### src/include/wmark_settings.svh
// Global settings of the FIFO occupancy monitor
// Data width, channel count, CPU address layout, FIFO depth, sample period

`ifndef WMARK_SETTINGS_SVH
`define WMARK_SETTINGS_SVH

// Width of a level and of a CPU data word
`define WMARK_DATA_W 16

// Monitored channels and the address bits that select one
`define WMARK_NUM_CH 4
`define WMARK_CH_W 2

// Channel field on top of two register bits
`define WMARK_ADDR_W (`WMARK_CH_W + 2)

// Saturation limit of each occupancy count
`define WMARK_FIFO_DEPTH 200

// Cycles between two level samples
`define WMARK_SAMPLE_PERIOD 8

`endif

### src/hdl/wmark_pkg.sv
// Shared types of the FIFO occupancy monitor
// Data word, level sample, CPU request and CPU response

`include "wmark_settings.svh"

package wmark_pkg;

    // One level or CPU data word
    typedef logic [`WMARK_DATA_W-1:0] data_t;

    // Periodic level sample from an occupancy counter
    typedef struct packed {
        logic  valid;
        data_t level;
    } level_sample_t;

    // CPU request, plain strobes without handshake
    typedef struct packed {
        logic                     en;
        logic                     wr;
        logic                     rd;
        logic [`WMARK_ADDR_W-1:0] addr;
        data_t                    wdata;
    } cpu_req_t;

    // CPU response, rdy in the same cycle as the request
    typedef struct packed {
        data_t rdata;
        logic  rdy;
    } cpu_rsp_t;

endpackage

### src/hdl/occupancy_counter.sv
// Occupancy counter of one monitored FIFO
// Saturating fill count from push/pop strobes and periodic level sample

`include "wmark_settings.svh"

module occupancy_counter import wmark_pkg::*;
(
    input  logic          clk,
    input  logic          rst,
    input  logic          push,
    input  logic          pop,
    output level_sample_t sample
);

    localparam int PER_W = $clog2(`WMARK_SAMPLE_PERIOD);
    localparam data_t FIFO_DEPTH = data_t'(`WMARK_FIFO_DEPTH);
    localparam logic [PER_W-1:0] LAST_TICK = PER_W'(`WMARK_SAMPLE_PERIOD - 1);

    data_t            level;
    logic [PER_W-1:0] tick;
    logic             sample_valid;
    data_t            sample_level;

    //////////////////////////////////////////////////////////////////////
    // Fill level

    // Push with pop cancels, ends of range hold
    always_ff @(posedge clk)
    begin
        if (rst)
        begin
            level <= '0;
        end
        else if (push && !pop && (level < FIFO_DEPTH))
        begin
            level <= level + 1'b1;
        end
        else if (pop && !push && (level != '0))
        begin
            level <= level - 1'b1;
        end
    end

    //////////////////////////////////////////////////////////////////////
    // Sample interval

    // Free running, one valid pulse per period
    always_ff @(posedge clk)
    begin
        if (rst)
        begin
            tick         <= '0;
            sample_valid <= 1'b0;
        end
        else
        begin
            sample_valid <= (tick == LAST_TICK);
            tick         <= (tick == LAST_TICK) ? '0 : tick + 1'b1;
        end
    end

    // Level captured together with the valid pulse
    always_ff @(posedge clk)
    begin
        if (tick == LAST_TICK)
        begin
            sample_level <= level;
        end
    end

    assign sample = '{valid: sample_valid, level: sample_level};

endmodule

### src/hdl/watermark_cell.sv
// Watermark cell, one low or high watermark register
// track_min selects lowest (1) or highest (0) level tracking
// CPU write reloads the register and wins over an update

`include "wmark_settings.svh"

module watermark_cell import wmark_pkg::*;
#(
    parameter bit track_min = 1'b1
)
(
    input  logic                     clk,
    input  logic                     rst,
    input  logic                     upd,
    input  logic [`WMARK_DATA_W-1:0] level,
    input  logic                     wr_en,
    input  logic [`WMARK_DATA_W-1:0] wdata,
    output logic [`WMARK_DATA_W-1:0] value
);

    // Min starts at all ones, max at zero
    localparam data_t RST_VALUE = track_min ? {`WMARK_DATA_W{1'b1}} : '0;

    data_t stored;
    logic  beyond;

    //////////////////////////////////////////////////////////////////////
    // Compare

    // New level past the stored mark in the tracked direction
    always_comb
    begin
        if (track_min)
        begin
            beyond = (level < stored);
        end
        else
        begin
            beyond = (level > stored);
        end
    end

    //////////////////////////////////////////////////////////////////////
    // Watermark register

    always_ff @(posedge clk)
    begin
        if (rst)
        begin
            stored <= RST_VALUE;
        end
        else if (wr_en)
        begin
            // CPU reload, also used to clear
            stored <= wdata;
        end
        else if (upd && beyond)
        begin
            stored <= level;
        end
    end

    assign value = stored;

endmodule

### src/hdl/level_watermark.sv
// Level watermark block of one channel
// Current-level register, low and high watermark cells
// Register decode, write gating and read-data merge

`include "wmark_settings.svh"

module level_watermark import wmark_pkg::*;
(
    input  logic                     clk,
    input  logic                     rst,
    input  level_sample_t            sample,
    input  logic                     ch_en,
    input  cpu_req_t                 cpu_req,
    output logic [`WMARK_DATA_W-1:0] rdata
);

    // Register offsets inside a channel, offset 3 reads zero
    localparam logic [1:0] REG_LOW  = 2'd0;
    localparam logic [1:0] REG_HIGH = 2'd1;
    localparam logic [1:0] REG_CUR  = 2'd2;

    data_t cur_level;
    logic  upd_d;
    logic  low_sel;
    logic  high_sel;
    logic  cur_sel;
    data_t low_value;
    data_t high_value;

    //////////////////////////////////////////////////////////////////////
    // Current level

    // Loads on a valid sample
    always_ff @(posedge clk)
    begin
        if (rst)
        begin
            cur_level <= '0;
        end
        else if (sample.valid)
        begin
            cur_level <= sample.level;
        end
    end

    // Cells compare one edge after the current register loads
    always_ff @(posedge clk)
    begin
        if (rst)
        begin
            upd_d <= 1'b0;
        end
        else
        begin
            upd_d <= sample.valid;
        end
    end

    //////////////////////////////////////////////////////////////////////
    // Register decode

    assign low_sel  = ch_en && (cpu_req.addr[1:0] == REG_LOW);
    assign high_sel = ch_en && (cpu_req.addr[1:0] == REG_HIGH);
    assign cur_sel  = ch_en && (cpu_req.addr[1:0] == REG_CUR);

    //////////////////////////////////////////////////////////////////////
    // Watermark cells

    // Lowest level
    watermark_cell #(.track_min(1'b1)) i_low_cell
    (
        .clk   (clk),
        .rst   (rst),
        .upd   (upd_d),
        .level (cur_level),
        .wr_en (low_sel && cpu_req.wr),
        .wdata (cpu_req.wdata),
        .value (low_value)
    );

    // Highest level
    watermark_cell #(.track_min(1'b0)) i_high_cell
    (
        .clk   (clk),
        .rst   (rst),
        .upd   (upd_d),
        .level (cur_level),
        .wr_en (high_sel && cpu_req.wr),
        .wdata (cpu_req.wdata),
        .value (high_value)
    );

    // Unselected registers contribute zero
    assign rdata = (cur_sel  ? cur_level  : '0)
                 | (low_sel  ? low_value  : '0)
                 | (high_sel ? high_value : '0);

endmodule

### src/hdl/cpu_channel_decode.sv
// CPU channel decode
// One-hot channel enables from the address, read-data merge, ready

`include "wmark_settings.svh"

module cpu_channel_decode import wmark_pkg::*;
(
    input  cpu_req_t                     cpu_req,
    input  data_t [`WMARK_NUM_CH-1:0]    ch_rdata,
    output logic  [`WMARK_NUM_CH-1:0]    ch_en,
    output cpu_rsp_t                     cpu_rsp
);

    logic [`WMARK_CH_W-1:0] ch_field;

    // Channel field above the two register bits
    assign ch_field = cpu_req.addr[`WMARK_ADDR_W-1:2];

    //////////////////////////////////////////////////////////////////////
    // Channel enables

    always_comb
    begin
        for (int ch = 0; ch < `WMARK_NUM_CH; ch++)
        begin
            ch_en[ch] = cpu_req.en && (ch_field == `WMARK_CH_W'(ch));
        end
    end

    //////////////////////////////////////////////////////////////////////
    // Response

    // Unselected channels already return zero
    always_comb
    begin
        data_t merged;
        merged = '0;
        for (int ch = 0; ch < `WMARK_NUM_CH; ch++)
        begin
            merged = merged | ch_rdata[ch];
        end
        cpu_rsp.rdata = merged;
    end

    // Always ready, same cycle as the strobe
    assign cpu_rsp.rdy = cpu_req.en && (cpu_req.wr || cpu_req.rd);

endmodule

### src/hdl/wmark_top.sv
// FIFO occupancy monitor top level
// Per channel occupancy counter and level watermark block
// CPU channel decode shared by all channels

`include "wmark_settings.svh"

module wmark_top import wmark_pkg::*;
(
    input  logic                     clk,
    input  logic                     rst,
    input  logic [`WMARK_NUM_CH-1:0] push,
    input  logic [`WMARK_NUM_CH-1:0] pop,
    input  cpu_req_t                 cpu_req,
    output cpu_rsp_t                 cpu_rsp
);

    level_sample_t [`WMARK_NUM_CH-1:0] ch_sample;
    data_t         [`WMARK_NUM_CH-1:0] ch_rdata;
    logic          [`WMARK_NUM_CH-1:0] ch_en;

    //////////////////////////////////////////////////////////////////////
    // Channels

    for (genvar ch = 0; ch < `WMARK_NUM_CH; ch++)
    begin : g_ch
        // Fill count and periodic sample
        occupancy_counter i_occupancy_counter
        (
            .clk    (clk),
            .rst    (rst),
            .push   (push[ch]),
            .pop    (pop[ch]),
            .sample (ch_sample[ch])
        );

        // Current, low and high level registers
        level_watermark i_level_watermark
        (
            .clk     (clk),
            .rst     (rst),
            .sample  (ch_sample[ch]),
            .ch_en   (ch_en[ch]),
            .cpu_req (cpu_req),
            .rdata   (ch_rdata[ch])
        );
    end

    //////////////////////////////////////////////////////////////////////
    // CPU decode

    cpu_channel_decode i_cpu_channel_decode
    (
        .cpu_req  (cpu_req),
        .ch_rdata (ch_rdata),
        .ch_en    (ch_en),
        .cpu_rsp  (cpu_rsp)
    );

endmodule

### config.mk
export PLATFORM = sky130hd
export DESIGN_NAME = wmark_top
export DESIGN_NICKNAME = d
export VERILOG_FILES = /design/src/hdl/wmark_pkg.sv /design/src/hdl/occupancy_counter.sv /design/src/hdl/watermark_cell.sv /design/src/hdl/level_watermark.sv /design/src/hdl/cpu_channel_decode.sv /design/src/hdl/wmark_top.sv
export VERILOG_INCLUDE_DIRS = /design/src /design/src/include
export SDC_FILE = /design/constraint.sdc
export NUM_CORES = 1
export LEC_CHECK = 0
export BUFFER_PORTS_ARGS = -buffer_cell sky130_fd_sc_hd__buf_2
export CAP_MARGIN = 10
export CORE_MARGIN = 2
export CORE_UTILIZATION = 58
export CTS_BUF_LIST = sky130_fd_sc_hd__clkbuf_4 sky130_fd_sc_hd__clkbuf_8 sky130_fd_sc_hd__clkbuf_16
export CTS_CLUSTER_SIZE = 10
export DETAILED_ROUTE_END_ITERATION = 8
export GPL_ROUTABILITY_DRIVEN = 0
export PLACE_DENSITY_LB_ADDON = 0.08
export SYNTH_ARGS = -nofsm -noshare
export SYNTH_HDL_FRONTEND = slang
export SYNTH_HIERARCHICAL = 1
export SYNTH_SLANG_ARGS = --single-unit
### constraint.sdc
create_clock -name clk -period 4.52 [get_ports clk]
set_input_delay 0.904 -clock clk [delete_from_list [all_inputs] [get_ports clk]]
set_output_delay 0.904 -clock clk [all_outputs]
set_load 0.05 [all_outputs]
==> results of run 1 <==
## logic make-up (layout without fill, tap and decap cells)
group	after synthesis	count (layout)	synth area share
buffers and inverters	378	357	0.0806
AND/OR/NAND/NOR	758	758	0.168
XOR/XNOR	40	40	0.0150
adder cells (fa/ha/maj)	196	196	0.106
other	0	1	0
AO/OA/AOI/OAI	691	691	0.256
flip-flops	340	340	0.318
multiplexers	129	129	0.0552
## state kept, by name, indices dropped and copies added, names as in the netlist
register	flops
g_ch.i_occupancy_counter/sample_level	64
g_ch.i_level_watermark/cur_level	64
g_ch.i_level_watermark/i_low_cell/value	64
g_ch.i_level_watermark/i_high_cell/value	64
g_ch.i_occupancy_counter/sample_valid	4
g_ch.i_occupancy_counter/tick	12
g_ch.i_level_watermark/upd_d	4
g_ch.i_occupancy_counter/level	64
## power groups by stage
stage	Sequential [W]	Clock, W	Combinational (W)
global placement	0.00387	0	0.00546
global route	0.00386	0.00344	0.00634
floorplan	0.00374	0	0.00467
detailed placement	0.00388	0	0.00556
CTS	0.00381	0.00332	0.00560
finish	0.00381	0.00325	0.00568
## through the flow
step	hold slack, ns	std cells	area (sq um)	worst slack (ns)	total power (W)
after global routing	0.438	3036	24700	0.653	0.0136
after detailed placement	0.423	2963	23400	0.767	0.00943
after CTS	0.430	3035	24700	0.764	0.0127
final	0.426	3037	24700	0.662	0.0127
after global placement	0.417	2963	23400	0.814	0.00933
after floorplan	0.408	2532	23400	1.08	0.00841
## per-layer routing
| metal | share of wire | up-vias | global-route usage |
|---|---|---|---|
| li1 | - | 9207 | - |
| met1 | 0.45 | 9235 | 0.415 |
| met2 | 0.44 | 664 | 0.462 |
| met3 | 0.079 | 131 | 0.0695 |
| met4 | 0.027 | 4 | 0.0946 |
| met5 | 0.00043 | - | 0 |
## worst register-to-register path: stages (launching register included)
cell      delay (ns)
dfxtp_1         0.34
or3_1           0.39
nand3_1         0.09
nor4bb_1        0.29
buf_4           0.20
inv_1           0.26
ha_1            0.40
a211oi_1        0.29
o211ai_1        0.19
a211oi_1        0.24
nor2_1          0.10
or4b_2          0.61
o211ai_1        0.09
## worst max path at each step
stage,startpoint,to,slack [ns],cells past startpoint
finish,cpu_req[22],cpu_rsp[7],0.66,6
global placement,cpu_req[22],cpu_rsp[8],0.81,6
detailed placement,cpu_req[22],cpu_rsp[5],0.77,6
CTS,cpu_req[22],cpu_rsp[5],0.76,6
global route,cpu_req[22],cpu_rsp[7],0.65,6
floorplan,pop[3],g_ch[3].i_occupancy_counter/level[15],1.08,10
## synthesized netlist by cell type (all sizes together) (11+ instances only)
cell,count,share of area
or3,12,0.0038
buf,96,0.035
nor2b,23,0.0061
nor2,262,0.042
and3,20,0.0060
dfxtp,276,0.24
or2,71,0.019
edfxtp,64,0.082
nor4,15,0.0048
o21ai,49,0.010
nand4,33,0.011
o22ai,66,0.028
a2111oi,52,0.030
nand2b,37,0.013
o21a,17,0.0055
o41ai,11,0.0097
a311oi,64,0.024
xnor2,26,0.0097
nor3,21,0.0051
clkbuf,69,0.011
xor2,14,0.0052
o221a,16,0.0077
nand2,189,0.030
a21oi,116,0.025
ha,192,0.10
inv,213,0.034
a211oi,125,0.049
o211ai,20,0.0071
or4,21,0.0072
nand3,18,0.0039
mux2i,129,0.055
nor3b,14,0.0045
a21o,90,0.030
## cell type report
| class | instances | area share |
|---|---|---|
| multi-input combinational | 1814 | 0.569 |
| sequential | 340 | 0.301 |
| clock buffer | 69 | 0.0527 |
| inverter | 213 | 0.0323 |
| tap | 525 | 0.0266 |
| timing repair buffer | 72 | 0.0179 |
| clock inverter | 3 | 0.000759 |
| antenna | 1 | 0.000101 |
## layout by cell type (no fill, tap or decap), drive strengths merged, types with 71 or more instances in the layout
cell and n:
a211oi 125, a21o 90, a21oi 116, buf 72, dfxtp 276, ha 192
inv 214, mux2i 129, nand2 189, nor2 262, or2 71
==> results.py, run 1 <==
metrics = {
    "synth": {
        "ys_types": 87,
        "ys_ff_latch": 340,
        "synthesis.nets": 2761,
        "ys_warn_count": 6,
        "synth_edf_count": 64,
        "syn_area_per_cell_sq_um": 9.24,
        "syn_area_sq_um": 23400,
        "syn_inst": 2532,
        "synth-async-reset-ratio": 0,
        "ys_seq_area_frac": 0.318,
        "synth_top_flop_cell": "dfxtp_1",
    },
    "worst_setup_path": {
        "r2r_start": "g_ch[3].i_occupancy_counter/level[3]",
        "path_buf_inv": 2,
        "cp_slowest_cell": "or4_1",
        "cp-end-kind": "output pin",
        "ff2ff_path_depth": 12,
        "crit_chain": "buf_2 > and3b_1 > nand2b_4 > o22ai_2 > or4_1 > buf_2",
        "criticalPathCategory": "input pin to output pin",
        "crit_required_ns": 3.62,
        "path_delay_family": "simple AND/OR/NAND/NOR gates",
        "reg2reg_slack_ns": 0.96,
        "crit_top_cell": "buf_2",
        "startpoint_type": "input pin",
        "cp.arrival_ns": 2.95,
        "slowest_delay_ns": 0.67,
        "reg2reg_to": "g_ch[3].i_occupancy_counter/level[15]",
        "crit_fanout": 18,
    },
    "worst_hold_path": {
        "min_path_cells": 1,
        "hp-class": "register to register",
        "worstHoldStart": "g_ch[1].i_occupancy_counter/tick[0]",
        "hold_end": "g_ch[1].i_occupancy_counter/tick[0]",
    },
    "power": {
        "internal-power_w": 0.00787,
        "power_switching_share": 0.382,
        "ir_drop_uv": 611,
        "p_leak_nw": 10.9,
        "pwr-share-comb": 0.446,
        "p_per_area_nw_per_um2": 515,
        "power.switching_w": 0.00487,
        "power_frac_clock": 0.255,
        "pwr-share-seq": 0.299,
    },
    "route": {
        "wl_per_cell_um": 20.8,
        "drtPass1Iterations": 6,
        "via_count": 19200,
        "finalWirelength_um": 63200,
        "drtIter0Drc": 1506,
        "ant_nets": 0,
        "routed_via_density": 6.34,
        "drc": 0,
    },
    "floorplanning": {
        "rows": 73,
        "die_width_um": 205,
        "start_util": 0.589,
        "die_area_sq_um": 42000,
        "die_y_um": 205,
        "ios": 50,
        "core_sq_um": 39700,
    },
    "clocking": {
        "numClockSinks": 340,
        "postCtsSetupBuffers": 0,
        "clk_pin_slew_ns": 0.05,
        "cts_buffers": 41,
        "cts_hold_buffers": 0,
        "post_cts_resize_count": 0,
        "htree_num_levels": 2,
        "clockRootBuffer": "clkbuf_16",
        "tritoncts": "done",
        "clockBufferDepth": 3,
        "clk_latency_ns": 0.57,
    },
    "timing": {
        "slew_viol_final": 0,
        "setup_violations": 0,
        "fin_crit_sh": 0.854,
        "maxSlewHeadroom": 0.0837,
        "max_slew.worst_pin.slew_ns": 1.37,
        "finClkSkew_ns": 0.0176,
        "fmax_ghz": 0.259,
        "tns_ns": 0,
        "rsz0062_at_grt": "no",
        "timing_hold_violations_final": 0,
        "layout_min_cycle_time_ns": 3.86,
    },
    "global_route": {
        "overflow": 0,
        "grt_first_pass_wirelength_um": 99900,
        "grt_use_total": 0.300,
        "grt_start_max_net_pins": 92,
        "grt_pass1_vias": 18100,
        "antenna_found_initial": 3,
    },
    "job": {
        "max-cap-violations": 0,
    },
    "placement": {
        "io_buffers": 49,
        "place_hpwl_um": 45000,
    },
    "status": {
        "status": "complete, no violations",
    },
    "final_layout": {
        "syn2layout_area_growth_pct": 5.73,
        "drive_above_1_share": 0.163,
        "final_nets": 2711,
        "multi_input_area_sq_um": 14100,
        "post-route-util": 0.623,
        "n_fill_cell": 3357,
        "ff_latch_area_sq_um": 7450,
    },
}
Power figures use the tool's default switching activity.
==> run 2, diff against run 1 <==
clock period = 4.2 ns   (was 4.52 ns; I/O delays follow)
==> run 2 against run 1 <==
Sequential share of layout area is 0.064 points lower. Global-route usage is 0.078 points higher. Highest routed layer is now met4. Non-clock buffer count is 9 higher. Combinational power is 8.3% higher. Largest cell class unchanged. Utilization is 0.13 points higher. Worst setup slack worse by 0.14 ns. Critical endpoint is now cpu_rsp[2]. Clock skew is 0.0012 ns higher. Die area stayed put. Sequential power is 7.6% higher. Hold slack better by 0.0029 ns. Critical path type unchanged. First-iteration DRC count is 3.1% lower.
==> results.py, run 2 (same netlist as run 1, synthesis figures left out) <==
metrics = {
    "status": {
        "status": "complete, no violations",
    },
    "power": {
        "p_per_area_nw_per_um2": 555,
        "ir_drop_uv": 699,
        "p_leak_nw": 10.9,
    },
    "worst_setup_path": {
        "cp_slowest_cell": "and3_1",
        "startpoint_type": "input pin",
        "crit_chain": "buf_2 > and3_1 > nand2b_4 > o22ai_1 > or4_1 > buf_2",
        "crit_top_cell": "buf_2",
        "crit_fanout": 18,
        "criticalPathCategory": "input pin to output pin",
        "slowest_delay_ns": 0.62,
        "cp.arrival_ns": 2.84,
        "cp-end-kind": "output pin",
        "crit_required_ns": 3.36,
    },
    "timing": {
        "fin_crit_sh": 0.877,
        "tns_ns": 0,
        "fmax_ghz": 0.272,
        "maxSlewHeadroom": 0.150,
        "layout_min_cycle_time_ns": 3.68,
        "setup_violations": 0,
        "finClkSkew_ns": 0.0188,
        "rsz0062_at_grt": "no",
        "slew_viol_final": 0,
        "timing_hold_violations_final": 0,
        "max_slew.worst_pin.slew_ns": 1.27,
    },
    "route": {
        "drc": 0,
        "drtIter0Drc": 1460,
        "drtPass1Iterations": 6,
        "via_count": 19300,
        "wl_per_cell_um": 20.7,
        "ant_nets": 0,
        "routed_via_density": 6.34,
        "finalWirelength_um": 63100,
    },
    "clocking": {
        "postCtsSetupBuffers": 0,
        "clk_pin_slew_ns": 0.05,
        "clockBufferDepth": 3,
        "post_cts_resize_count": 0,
        "htree_num_levels": 2,
        "clockRootBuffer": "clkbuf_16",
        "numClockSinks": 340,
        "clk_latency_ns": 0.57,
        "cts_hold_buffers": 0,
        "cts_buffers": 42,
        "tritoncts": "done",
    },
    "final_layout": {
        "mostFrequentLayoutCell": "dfxtp_1",
        "fin_cells": 3047,
        "n_fill_cell": 3434,
        "n_antenna_cell": 0,
        "final_nets": 2721,
        "syn2layout_area_growth_pct": 5.96,
        "drive_above_1_share": 0.167,
        "final_cell_mix": "dfxtp_1, nor2_1, inv_1",
    },
    "floorplanning": {
        "ios": 50,
        "die_width_um": 205,
        "rows": 73,
        "die_area_sq_um": 42000,
        "start_util": 0.589,
        "die_y_um": 205,
        "core_sq_um": 39700,
    },
    "placement": {
        "io_buffers": 49,
        "dp.cells": 2973,
        "place_hpwl_um": 45600,
    },
    "global_route": {
        "grt_use_total": 0.300,
        "grt_start_max_net_pins": 88,
        "grt_first_pass_wirelength_um": 101000,
        "overflow": 0,
        "antenna_found_initial": 0,
        "grt_pass1_vias": 18200,
    },
    "worst_hold_path": {
        "hp-class": "register to register",
    },
    "job": {
        "max-cap-violations": 0,
    },
}
## run 2: cell count changes in the layout (fill, tap and decap cells not counted), sizes merged
| cell | before | now |
|---|---|---|
| clkbuf | 69 | 70 |
| diode | 1 | 0 |
| buf | 72 | 81 |
| inv | 214 | 215 |
## run 2: worst paths after layout
check,from,to,slack (ns),depth (start not counted)
worst max register to register,g_ch[3].i_occupancy_counter/level[10],g_ch[3].i_occupancy_counter/level[15],0.63,11
worst max-delay path,cpu_req[18],cpu_rsp[2],0.52,6
worst min-delay path,g_ch[0].i_occupancy_counter/tick[0],g_ch[0].i_occupancy_counter/tick[0],0.43,1
worst min register to register,g_ch[0].i_occupancy_counter/tick[0],g_ch[0].i_occupancy_counter/tick[0],0.43,1
## run 2: final cells by class
cell class	instances	area (sq um)	share of cell area
multi-input combinational	1814	14100	0.567
sequential	340	7450	0.300
clock buffer	70	1300	0.0523
inverter	213	800	0.0322
tap	525	657	0.0265
timing repair buffer	81	494	0.0199
clock inverter	4	27.5	0.00111
## run 2: layer usage
layer  vias to the layer above  part of all wire  GRT usage
li1                       9217                 -          -
met1                      9304              0.45      0.426
met2                       685              0.44      0.466
met3                       106             0.077     0.0514
met4                         0             0.026     0.0948
met5                         -                 0          0
## run 2: power by group
group / internal [W] / switching (W) / total [W] / leakage [nW]
Sequential: 0.00372 / 0.000384 / 0.00410 / 2.83
Clock: 0.00211 / 0.00140 / 0.00351 / 0.679
Combinational: 0.00265 / 0.00350 / 0.00615 / 7.43
## run 2: metrics by stage
stage / util / hold WS [ns] / total power [W] / setup slack [ns] / cell area, sq um
floorplan: - / 0.408 / 0.00905 / 0.828 / 23400
global placement: 0.591 / 0.416 / 0.0101 / 0.622 / 23500
detailed placement: 0.591 / 0.427 / 0.0102 / 0.515 / 23500
CTS: 0.624 / 0.435 / 0.0137 / 0.575 / 24800
global route: 0.624 / 0.447 / 0.0147 / 0.228 / 24800
finish: 0.624 / 0.429 / 0.0138 / 0.517 / 24800
## run 2: critical path, delay by kind of cell
family	cells	cell delay, ns
simple gates	3	1.13
compound gates	1	0.46
buf+inv	2	0.39
